### config.mk
export PLATFORM = sky130hd
export DESIGN_NAME = soc_board_top
export DESIGN_NICKNAME = d
export VERILOG_FILES = /design/src/design/soc_pkg.sv /design/src/design/soc_board_top.sv /design/src/design/board_regs.sv /design/src/design/dev_decoder.sv /design/src/design/seg_scan.sv /design/src/design/input_debounce.sv /design/src/design/reset_hold.sv
export SDC_FILE = /design/constraint.sdc
export NUM_CORES = 1
export LEC_CHECK = 0
export BUFFER_PORTS_ARGS = -buffer_cell sky130_fd_sc_hd__buf_2
export CAP_MARGIN = 20
export CORE_UTILIZATION = 49
export CTS_CLUSTER_DIAMETER = 100
export DETAILED_ROUTE_END_ITERATION = 6
export GPL_ROUTABILITY_DRIVEN = 0
export GPL_TIMING_DRIVEN = 0
export PLACE_DENSITY = 0.74
export SYNTH_ARGS = -nofsm -noshare
export SYNTH_HDL_FRONTEND = slang
export SYNTH_SLANG_ARGS = --single-unit
### constraint.sdc
create_clock -name clk_cpu -period 3.7 [get_ports clk_cpu]
set_input_delay 0.37 -clock clk_cpu [delete_from_list [all_inputs] [get_ports clk_cpu]]
set_output_delay 0.37 -clock clk_cpu [all_outputs]
set_load 0.005 [all_outputs]
### src/design/soc_pkg.sv
`default_nettype none

package soc_pkg;

	// device window and slot span
	localparam int DEV_TOTAL_ADDR_BITS = 16;
	localparam int DEV_SLOT_ADDR_BITS = 8;
	localparam int SLOT_BITS = DEV_TOTAL_ADDR_BITS - DEV_SLOT_ADDR_BITS;

	localparam logic [SLOT_BITS-1:0] SLOT_BOARD = 8'd2;

	// board register byte offsets
	localparam logic [7:0] REG_SWITCH = 8'h00;
	localparam logic [7:0] REG_LED = 8'h04;
	localparam logic [7:0] REG_DISPLAY = 8'h08;
	localparam logic [7:0] REG_IRQ_PEND = 8'h0C;
	localparam logic [7:0] REG_IRQ_EN = 8'h10;

	localparam int RESET_HOLD_CYCLES = 16;
	localparam int DEBOUNCE_CYCLES = 8;
	localparam int SCAN_CYCLES = 4;

	localparam int SWITCH_BITS = 8;
	localparam int BUTTON_BITS = 4;

	// active low, order g f e d c b a
	localparam logic [6:0] SEG_FONT [16] = '{
		7'h40, 7'h79, 7'h24, 7'h30,
		7'h19, 7'h12, 7'h02, 7'h78,
		7'h00, 7'h10, 7'h08, 7'h03,
		7'h46, 7'h21, 7'h06, 7'h0E
	};

	typedef struct packed {
		logic cyc;
		logic stb;
		logic we;
		logic [3:0] sel;
		logic [DEV_TOTAL_ADDR_BITS-1:2] adr;
		logic [31:0] dat;
	} bus_req_t;

	typedef struct packed {
		logic ack;
		logic err;
		logic [31:0] dat;
	} bus_rsp_t;

	// word offset inside one slot
	typedef struct packed {
		logic cs;
		logic we;
		logic [3:0] sel;
		logic [DEV_SLOT_ADDR_BITS-1:2] adr;
		logic [31:0] dat;
	} dev_req_t;

	typedef struct packed {
		logic ack;
		logic [31:0] dat;
	} dev_rsp_t;

	// buttons above switches, same layout as the switch register
	typedef struct packed {
		logic [BUTTON_BITS-1:0] btn;
		logic [SWITCH_BITS-1:0] sw;
	} board_in_t;

endpackage

`default_nettype wire
### src/design/soc_board_top.sv
`timescale 1ns/100ps
`default_nettype none

module soc_board_top import soc_pkg::*; (
	input logic clk_cpu,
	input logic rst_n_i,
	input bus_req_t bus_i,
	output bus_rsp_t bus_o,
	input board_in_t board_i,
	output logic [7:0] led_o,
	output logic [7:0] segment_o,
	output logic [3:0] anode_o,
	output logic irq_o
);

	logic sys_rst_n;
	board_in_t board_clean;
	dev_req_t board_req;
	dev_rsp_t board_rsp;

	reset_hold u_reset_hold (
		.clk_cpu(clk_cpu),
		.rst_n_i(rst_n_i),
		.sys_rst_n_o(sys_rst_n)
	);

	input_debounce u_input_debounce (
		.clk_cpu(clk_cpu),
		.rst_n_i(sys_rst_n),
		.raw_i(board_i),
		.clean_o(board_clean)
	);

	dev_decoder u_dev_decoder (
		.clk_cpu(clk_cpu),
		.rst_n_i(sys_rst_n),
		.bus_i(bus_i),
		.bus_o(bus_o),
		.board_req_o(board_req),
		.board_rsp_i(board_rsp)
	);

	// board device in slot 2
	board_regs u_board_regs (
		.clk_cpu(clk_cpu),
		.rst_n_i(sys_rst_n),
		.req_i(board_req),
		.rsp_o(board_rsp),
		.inputs_i(board_clean),
		.led_o(led_o),
		.irq_o(irq_o),
		.segment_o(segment_o),
		.anode_o(anode_o)
	);

endmodule

`default_nettype wire

### src/design/board_regs.sv
`timescale 1ns/100ps
`default_nettype none

module board_regs import soc_pkg::*; (
	input logic clk_cpu,
	input logic rst_n_i,
	input dev_req_t req_i,
	output dev_rsp_t rsp_o,
	input board_in_t inputs_i,
	output logic [7:0] led_o,
	output logic irq_o,
	output logic [7:0] segment_o,
	output logic [3:0] anode_o
);

	logic ack_q;
	logic access;
	logic wr_en;
	logic [7:0] led_q;
	logic [19:0] disp_q;
	logic [BUTTON_BITS-1:0] en_q;
	logic [BUTTON_BITS-1:0] pend_q;
	logic [BUTTON_BITS-1:0] btn_q;
	logic [BUTTON_BITS-1:0] btn_rise;
	logic [BUTTON_BITS-1:0] pend_clr;
	logic [31:0] cur_word;
	logic [31:0] merged;
	logic [31:0] rdata_q;

	function automatic logic [31:0] byte_merge(
		input logic [31:0] old_w,
		input logic [31:0] new_w,
		input logic [3:0] sel
	);
		logic [31:0] res;
		res = old_w;
		for (int i = 0; i < 4; i++) begin
			if (sel[i]) begin
				res[8*i +: 8] = new_w[8*i +: 8];
			end
		end
		return res;
	endfunction

	// ack stays one cycle although cs is still held
	assign access = req_i.cs & ~ack_q;
	assign wr_en = access & req_i.we;
	assign btn_rise = inputs_i.btn & ~btn_q;

	// current register value, zero outside defined fields
	always_comb begin
		case (req_i.adr)
			REG_SWITCH[7:2]: cur_word = {20'h0, inputs_i};
			REG_LED[7:2]: cur_word = {24'h0, led_q};
			REG_DISPLAY[7:2]: cur_word = {12'h0, disp_q};
			REG_IRQ_PEND[7:2]: cur_word = {28'h0, pend_q};
			REG_IRQ_EN[7:2]: cur_word = {28'h0, en_q};
			default: cur_word = 32'h0;
		endcase
	end

	assign merged = byte_merge(cur_word, req_i.dat, req_i.sel);

	// write one to clear
	assign pend_clr = (wr_en && req_i.adr == REG_IRQ_PEND[7:2] && req_i.sel[0]) ?
		req_i.dat[BUTTON_BITS-1:0] : '0;

	always_ff @(posedge clk_cpu or negedge rst_n_i) begin
		if (!rst_n_i) begin
			ack_q <= 1'b0;
			led_q <= '0;
			disp_q <= '0;
			en_q <= '0;
			pend_q <= '0;
			btn_q <= '0;
		end else begin
			ack_q <= access;
			btn_q <= inputs_i.btn;
			// a new press wins over a clear in the same cycle
			pend_q <= (pend_q & ~pend_clr) | btn_rise;
			if (wr_en) begin
				case (req_i.adr)
					REG_LED[7:2]: led_q <= merged[7:0];
					REG_DISPLAY[7:2]: disp_q <= merged[19:0];
					REG_IRQ_EN[7:2]: en_q <= merged[BUTTON_BITS-1:0];
					default: ;
				endcase
			end
		end
	end

	always_ff @(posedge clk_cpu) begin
		if (access) begin
			rdata_q <= cur_word;
		end
	end

	assign rsp_o = '{ack: ack_q, dat: rdata_q};
	assign led_o = led_q;
	assign irq_o = |(pend_q & en_q);

	seg_scan u_seg_scan (
		.clk_cpu(clk_cpu),
		.rst_n_i(rst_n_i),
		.digits_i(disp_q[15:0]),
		.dots_i(disp_q[19:16]),
		.segment_o(segment_o),
		.anode_o(anode_o)
	);

endmodule

`default_nettype wire

### src/design/dev_decoder.sv
`timescale 1ns/100ps
`default_nettype none

module dev_decoder import soc_pkg::*; (
	input logic clk_cpu,
	input logic rst_n_i,
	input bus_req_t bus_i,
	output bus_rsp_t bus_o,
	output dev_req_t board_req_o,
	input dev_rsp_t board_rsp_i
);

	logic [SLOT_BITS-1:0] slot;
	logic req_valid;
	logic board_hit;
	logic err_q;

	assign slot = bus_i.adr[DEV_TOTAL_ADDR_BITS-1:DEV_SLOT_ADDR_BITS];
	assign req_valid = bus_i.cyc & bus_i.stb;
	assign board_hit = req_valid & (slot == SLOT_BOARD);

	always_comb begin
		board_req_o.cs = board_hit;
		board_req_o.we = bus_i.we;
		board_req_o.sel = bus_i.sel;
		board_req_o.adr = bus_i.adr[DEV_SLOT_ADDR_BITS-1:2];
		board_req_o.dat = bus_i.dat;
	end

	// unmapped slot, one-cycle err
	always_ff @(posedge clk_cpu or negedge rst_n_i) begin
		if (!rst_n_i) begin
			err_q <= 1'b0;
		end else begin
			err_q <= req_valid & ~board_hit & ~err_q;
		end
	end

	always_comb begin
		bus_o.ack = board_rsp_i.ack;
		bus_o.err = err_q;
		bus_o.dat = board_rsp_i.ack ? board_rsp_i.dat : 32'h0;
	end

endmodule

`default_nettype wire

### src/design/seg_scan.sv
`timescale 1ns/100ps
`default_nettype none

module seg_scan import soc_pkg::*; (
	input logic clk_cpu,
	input logic rst_n_i,
	input logic [15:0] digits_i,
	input logic [3:0] dots_i,
	output logic [7:0] segment_o,
	output logic [3:0] anode_o
);

	localparam int PRE_W = (SCAN_CYCLES > 1) ? $clog2(SCAN_CYCLES) : 1;

	logic [PRE_W-1:0] pre_cnt;
	logic [1:0] digit_idx;
	logic [3:0] nibble;

	always_ff @(posedge clk_cpu or negedge rst_n_i) begin
		if (!rst_n_i) begin
			pre_cnt <= '0;
			digit_idx <= 2'd0;
		end else if (pre_cnt == PRE_W'(SCAN_CYCLES - 1)) begin
			pre_cnt <= '0;
			digit_idx <= digit_idx + 2'd1;
		end else begin
			pre_cnt <= pre_cnt + 1'b1;
		end
	end

	assign nibble = digits_i[4*digit_idx +: 4];

	// one anode low at a time
	assign anode_o = ~(4'b0001 << digit_idx);

	// dot is bit 7, active low like the segments
	assign segment_o = {~dots_i[digit_idx], SEG_FONT[nibble]};

endmodule

`default_nettype wire

### src/design/input_debounce.sv
`timescale 1ns/100ps
`default_nettype none

module input_debounce import soc_pkg::*; (
	input logic clk_cpu,
	input logic rst_n_i,
	input board_in_t raw_i,
	output board_in_t clean_o
);

	localparam int NBITS = SWITCH_BITS + BUTTON_BITS;
	localparam int CNT_W = $clog2(DEBOUNCE_CYCLES + 1);

	logic [NBITS-1:0] raw_vec;
	logic [NBITS-1:0] raw_q;
	logic [NBITS-1:0] clean_q;
	logic [CNT_W-1:0] stable_cnt [NBITS];

	assign raw_vec = raw_i;
	assign clean_o = clean_q;

	// stable_cnt holds how many cycles in a row the bit has kept raw_q
	always_ff @(posedge clk_cpu or negedge rst_n_i) begin
		if (!rst_n_i) begin
			raw_q <= '0;
			clean_q <= '0;
			for (int i = 0; i < NBITS; i++) begin
				stable_cnt[i] <= '0;
			end
		end else begin
			raw_q <= raw_vec;
			for (int i = 0; i < NBITS; i++) begin
				if (raw_vec[i] != raw_q[i]) begin
					stable_cnt[i] <= CNT_W'(1);
				end else begin
					if (stable_cnt[i] != CNT_W'(DEBOUNCE_CYCLES)) begin
						stable_cnt[i] <= stable_cnt[i] + 1'b1;
					end
					// last of the required cycles
					if (stable_cnt[i] == CNT_W'(DEBOUNCE_CYCLES - 1)) begin
						clean_q[i] <= raw_vec[i];
					end
				end
			end
		end
	end

endmodule

`default_nettype wire

### src/design/reset_hold.sv
`timescale 1ns/100ps
`default_nettype none

module reset_hold import soc_pkg::*; (
	input logic clk_cpu,
	input logic rst_n_i,
	output logic sys_rst_n_o
);

	localparam int CNT_W = $clog2(RESET_HOLD_CYCLES + 1);

	logic [CNT_W-1:0] hold_cnt;

	// count edges since release, let go on the last one
	always_ff @(posedge clk_cpu or negedge rst_n_i) begin
		if (!rst_n_i) begin
			hold_cnt <= '0;
			sys_rst_n_o <= 1'b0;
		end else begin
			if (hold_cnt != CNT_W'(RESET_HOLD_CYCLES)) begin
				hold_cnt <= hold_cnt + 1'b1;
			end
			if (hold_cnt == CNT_W'(RESET_HOLD_CYCLES - 1)) begin
				sys_rst_n_o <= 1'b1;
			end
		end
	end

endmodule

`default_nettype wire

# Word-level counts from Yosys, hierarchy flattened
# Memory sizes are Yosys's and may differ from the RTL's.
# Cells that the tools add are included.
[word_totals]
regBits = 156
romBits = 112
word_cells = 197
n_memories = 1
in_bits = 67
[op_classes]
shift = 2
n_bitwise = 30
n_addsub = 15
order_cmp = 2
n_reduce_logical = 31
mux = 35
n_eq_ne = 44
[memory_table]
columns = ["name", "words", "width", "rd", "rd_clocked_by_memory_dff", "write_ports", "line_no", "text"]
rows = [
  ["(name not given)", 16, 7, 1, 0, 0, "seg_scan.sv:37", "assign segment_o = {~dots_i[digit_idx], SEG_FONT[nibble]};"],
]
[op_table]
columns = ["operator", "count"]
rows = [
  ["$mux W4", 26],
  ["$pmux W20 S5", 1],
  ["$add A4 B1 Y4 const B", 12],
  ["$eq A4 B3 Y1 const B", 12],
  ["$ne A4 B4 Y1 const B", 12],
  ["$mux W32", 1],
  ["$reduce_and A2 Y1", 15],
  ["$reduce_bool A2 Y1", 12],
  ["$mux W8", 2],
  ["$not A1 Y1", 16],
  ["$shiftx A16 B5 Y4", 1],
  ["$mux W7", 2],
  ["$and A4 B4 Y4", 3],
  ["$eq A6 B2 Y1 const B", 2],
  ["$ne A1 B1 Y1", 12],
  ["$not A4 Y4", 3],
  ["$eq A8 B2 Y1 const B", 1],
  ["$and A1 B1 Y1", 6],
  ["$eq A6 B1 Y1 const B", 1],
  ["$eq A6 B3 Y1 const B", 1],
  ["$logic_not A6 Y1", 1],
  ["$add A5 B1 Y5 const B", 1],
  ["$eq A5 B4 Y1 const B", 1],
  ["$ge A5 B5 Y1 const B", 1],
  ["12 further kinds", 14],
]

# Longest topological paths before layout
[depth]
word_depth = 10
mapped_depth = 7
depth_no_buf = 6

# Hierarchy
# From an unflattened synthesis, not the netlist that was laid out.
[unflattened]
cells_unflattened = 713
hier_area_um2 = 8056.5
[modules_own_cells]
columns = ["module", "instances", "seq_area_each_um2", "area_each_um2", "cells_each"]
rows = [
  ["input_debounce", 1, 1801.7, 3656.0, 326],
  ["board_regs", 1, 1626.6, 2869.0, 221],
  ["dev_decoder", 1, 25.0, 631.9, 87],
  ["seg_scan", 1, 100.1, 599.3, 55],
  ["reset_hold", 1, 150.1, 300.3, 24],
]

# Worst setup path after synthesis
# Ideal clock, no wire load.
[synth_timing]
kind = "register to register"
startpoint = "register, netlist name u_reset_hold.sys_rst_n_o"
endpoint = "register u_reset_hold.sys_rst_n_o"
setup_time_ns = 0.080
n_path_buf = 0
path_slack_ns = 0.403
arrival_ns = 3.217
period_less_slack_ns = 3.297
stages_incl_launch_ff = 2
cell_sequence = "dfrtp_1 or2_2"
[synth_lines]
columns = ["element", "line_no", "text"]
rows = [
  ["end signal: assignment", "reset_hold.sv:18", "sys_rst_n_o <= 1'b0;"],
  ["end signal: assignment", "reset_hold.sv:24", "sys_rst_n_o <= 1'b1;"],
  ["end: declaration", "reset_hold.sv:7", "output logic sys_rst_n_o"],
]

# Worst setup path after layout
[layout_timing]
startpoint = "register u_board_regs.u_seg_scan.digit_idx[0]"
endpoint = "output segment_o[0]"
[layout_via]
elab_chain_len = 5
[layout_lines]
columns = ["element", "line_no", "text"]
rows = [
  ["start: declaration", "seg_scan.sv:16", "logic [1:0] digit_idx;"],
  ["start signal: assignment", "seg_scan.sv:25", "digit_idx <= digit_idx + 2'd1;"],
  ["$shiftx A16 B5 Y4", "seg_scan.sv:31", "assign nibble = digits_i[4*digit_idx +: 4];"],
  ["$not A4 Y5 (not written as such)", "seg_scan.sv:37", ""],
  ["$mem_v2 Z16 W7", "-", ""],
  ["$mux W7 (not written as such) (2 in a row)", "seg_scan.sv:37", ""],
  ["end: declaration", "soc_board_top.sv:11", "output logic [7:0] segment_o,"],
]
# Every way passes these cells. The select of a mux whose other input is x is not followed.

==> run summary <==
Entering global routing, the biggest net connects 69 pins. The count of input and output buffers was 95; the instance count after placement with tap cells included was 962. Distinct cell type count after synthesis: 50. In the detailed route, the total length drawn on met2 is 8315 um. The area of the die came out at 0.01553 mm2.

The transition at the pin with the smallest max-transition slack is 0.8089 ns, and the DRC violation count after routing is 0. The number of gates resized after CTS was 0. The number of buffers created by CTS is 17. The floorplan step set the die width to 124.6 um.

The count of TritonRoute iterations in the first routing pass came out at 5. The first-pass GRT wire length came out at 27,410 um. The post-route netlist has 25.12% of its cells at a drive strength greater than 1. Walking the worst path, the cells encountered are buf_2, mux4_2, inv_1, ha_1, inv_1, o31ai_1, buf_2.

The region available for standard cell placement spans 0.01459 mm2. The worst path needs 2.944 ns of the cycle, external delays included. The logs give 0 ns for the final-layout setup total negative slack and 830 um for the met3 wire length. Clock-pin slew was measured on the worst setup and hold paths at 0.06 ns. The run gives 4 as the number of H-tree levels. After detailed routing, no signal wire sits above met5.

The power per unit of standard cell area is 483.6 mW/mm2, and the biggest fanout along the worst timing path is 7. The number of global-route vias before repair is 5,568, and the static leakage is 4.143 nW. The number of ports placed on the die boundary is 122.

The tightest min-delay check is of the input port to flip-flop type. Leaving out filler cells and counting taps, the final layout contains 999. Setup violations remaining at the end of the flow were counted as 0. Critical path capture point type: a primary output. The area of all placed cells without fillers is 0.008866 mm2.

Dominant register cell in the synthesized netlist: sky130_fd_sc_hd__dfrtp_1. Clock latency on the worst-skew pair, taken at its later pin, is 0.43 ns. The average detailed-routed wire length per instance is 16.59 um, and the placement row count is 44.

The tools report the number of max-slew violations in the final report as 0. Clock tree synthesis found a total of 144 sinks. The delay of the slowest cell on the worst path is 0.62 ns, and the starting utilization of the core area is 50.51%. In the routed layout, each cell is associated on average with a via count of 5.421. The antenna violation net count after detailed routing came out at 0. The floorplan die height is 124.6 um.

The run finished with clean final reports. The final critical-path share of the clock period was 79.58%. The tree is rooted in a sky130_fd_sc_hd__clkbuf_16.

The average instance area after synthesis is 10.98 um2, and the detailed-route wire length is 16,580 um. Sequential cells were found to cover 50.26% of the synthesized design area. The run gives 5,416 as the number of vias after detailed routing. The run gives 0.008147 mm2 as the cell area reported after detailed placement. The total of flip-flops plus latches after synthesis works out to 144. The cell with the largest stage delay on the worst path was sky130_fd_sc_hd__mux4_2.

Worst slack at placement: 1.184 ns. Upper clock frequency limit: 0.3396 GHz. Headroom to the max-slew limit came out at 45.58%. After filler insertion, the fill cell instance count of the layout stands at 1,129.

TritonCTS built the clock tree. The number of antenna violations at the first check in global routing is 5. Summed over all nets, the half-perimeter wirelength after detailed placement is 12,200 um.

The tools report the arrival time at the worst endpoint as 2.57 ns. Between clock sinks in the finished design, the worst skew comes to 0.01238 ns. Setup repair after global routing left no endpoint under its margin. The Yosys step of the flow raised 0 warnings. The first routing iteration left 272 violations. The run gives 3.33 ns as the data required time at the worst endpoint.

The synthesized design contains 20 enable-type register cells. The async set-reset flop share out of synthesis is 86.11%. Across the run, the number of max-cap violations was 0. The run gives 671 as the synthesized instance count.

Number of endpoints with negative hold slack in the final report: 0. The final worst slack is 0.7556 ns. The tools report the length of routed wiring on met1 as 6925 um. Peak supply drop: 341.5 uV. Compared with the post-synthesis result, the final layout area differs by 20.33%. The completed layout was analyzed and its total power is 4.288 mW. The worst setup path is launched from a flip-flop.

The worst setup path is of the flip-flop to primary output kind. The longest clock path from root to sink contains 2 buffers. In the global route stage, overall resource usage came out at 22.69%. The number of nets in the finished design came out at 904. Combined area of all synthesized cells: 0.007368 mm2.

Summed over all layers, the global routing overflow is 0.
-- registers in the layout (all words and copies together) (netlist names), 5 cells and up --
register / cells
u_board_regs.disp_q: 20
u_input_debounce.raw_q: 12
u_input_debounce.stable_cnt: 48
u_board_regs.led_o: 8
u_board_regs.rdata_q: 20
u_reset_hold.hold_cnt: 5
u_input_debounce.clean_o: 12
-- through the flow --
stage	util, %	hold slack, ns
after global routing	60.75	0.08463
after global placement	55.63	0.1955
final	60.77	0.08355
after floorplan	-	0.07441
after detailed placement	55.84	0.2009
after CTS	60.67	0.07284
-- layout by cell type, fill, tap and decap left out, types with 22 or more instances in the layout --
master                     instances
sky130_fd_sc_hd__dfrtp_1         123
sky130_fd_sc_hd__buf_2            97
sky130_fd_sc_hd__nor2_1           52
sky130_fd_sc_hd__inv_1            46
sky130_fd_sc_hd__o21ai_0          45
sky130_fd_sc_hd__nand2_1          43
sky130_fd_sc_hd__ha_1             38
sky130_fd_sc_hd__a21oi_1          34
sky130_fd_sc_hd__and2_1           29
sky130_fd_sc_hd__mux2_2           27
sky130_fd_sc_hd__xor2_1           25
sky130_fd_sc_hd__nand2b_1         22
-- Yosys cell counts (2+ instances only) --
cell                       number  area, um2
sky130_fd_sc_hd__nand2b_1      22      137.6
sky130_fd_sc_hd__o21a_1         3      22.52
sky130_fd_sc_hd__a22oi_1        7      52.55
sky130_fd_sc_hd__and4_2         2      20.02
sky130_fd_sc_hd__a22o_1         5      43.79
sky130_fd_sc_hd__o21ai_0       45      225.2
sky130_fd_sc_hd__edfxtp_1      20      600.6
sky130_fd_sc_hd__nand3b_1       7      52.55
sky130_fd_sc_hd__a21oi_1       34      170.2
sky130_fd_sc_hd__mux2_2        27      304.0
sky130_fd_sc_hd__buf_2          2      10.01
sky130_fd_sc_hd__xor2_1        25      219.0
sky130_fd_sc_hd__nor2_1        52      195.2
sky130_fd_sc_hd__mux2i_1       20      200.2
sky130_fd_sc_hd__or3_1          8      50.05
sky130_fd_sc_hd__or2_2          8      50.05
sky130_fd_sc_hd__inv_1         46      172.7
sky130_fd_sc_hd__buf_6          3      33.78
sky130_fd_sc_hd__and2_1        29      181.4
sky130_fd_sc_hd__nand2_1       43      161.4
sky130_fd_sc_hd__mux4_2         9      202.7
sky130_fd_sc_hd__ha_1          38      475.5
sky130_fd_sc_hd__nor3_1         5      25.02
sky130_fd_sc_hd__nor3b_1        5      37.54
sky130_fd_sc_hd__nand4_1        6      37.54
sky130_fd_sc_hd__nor2b_1        4      25.02
sky130_fd_sc_hd__a32o_1         4      40.04
sky130_fd_sc_hd__dfrtp_1      124       3103
sky130_fd_sc_hd__buf_4         14      105.1
sky130_fd_sc_hd__nor4_2         2      25.02
sky130_fd_sc_hd__clkbuf_1       4      15.01
sky130_fd_sc_hd__nand3_1       16      80.08
sky130_fd_sc_hd__xnor2_1       15      131.4
-- worst paths after layout --
kind                                                      startpoint                         endpoint  slack (ns)  cells after the start
worst max-delay path            u_board_regs.u_seg_scan.digit_idx[0]                     segment_o[0]        0.76                      7
worst min-delay path                                      board_i[6]        u_input_debounce.raw_q[6]        0.08                      1
worst max register to register                    u_board_regs.ack_q           u_board_regs.disp_q[4]        1.82                      4
worst min register to register              u_reset_hold.sys_rst_n_o  u_input_debounce.stable_cnt[18]        0.38                      0
max in group asynchronous                   u_reset_hold.sys_rst_n_o            u_board_regs.led_o[0]        2.53                      1
min in group asynchronous                                    rst_n_i         u_reset_hold.sys_rst_n_o        0.29                      2
-- area by class of cell --
class	instances	area, um2	share of cell area [%]
antenna	3	7.507	0.08467
buffer	24	167.7	1.891
clock buffer	22	528.0	5.955
clock inverter	10	166.4	1.877
inverter	46	172.7	1.948
multi-input combinational	468	3366	37.96
sequential	144	3707	41.81
tap	184	230.2	2.597
timing repair buffer	98	520.5	5.871
-- kinds of logic after synthesis --
group           Yosys count  synth area share (%)
simple gates            221                 16.42
buf+inv                  70                 4.619
flops                   144                 50.26
mux                      56                 9.594
compound gates          101                 7.845
xor+xnor                 40                 4.755
fa+ha+maj                38                 6.453
other cells               1               0.05089
-- worst max-delay path: cells and delay by family (launching register included) --
kind,cells,cell delay [ns]
buf+inv,4,0.66
mux,1,0.62
compound gates,1,0.24
fa+ha+maj,1,0.24
flops,1,0.38
-- layer usage --
layer  vias to the layer above  global-route usage, %
met5                         -                      0
met4                         2                  11.06
met3                        37                  5.112
met2                       151                  38.45
li1                       2547                      -
met1                      2679                  27.23
-- timing repair --
action / CTS / global route
hold buffers: 1 / 0
hold endpoints to repair: 6 / 0
setup buffers: 0 / 0
-- report_power, final --
group | internal, mW | total, mW | switching (mW) | leakage [nW]
combinational | 0.224 | 0.459 | 0.235 | 2.13
clock | 1.29 | 1.98 | 0.687 | 0.334
sequential | 1.72 | 1.85 | 0.130 | 1.68
total | 3.24 | 4.29 | 1.05 | 4.14
(Power assumes the default switching activity.)
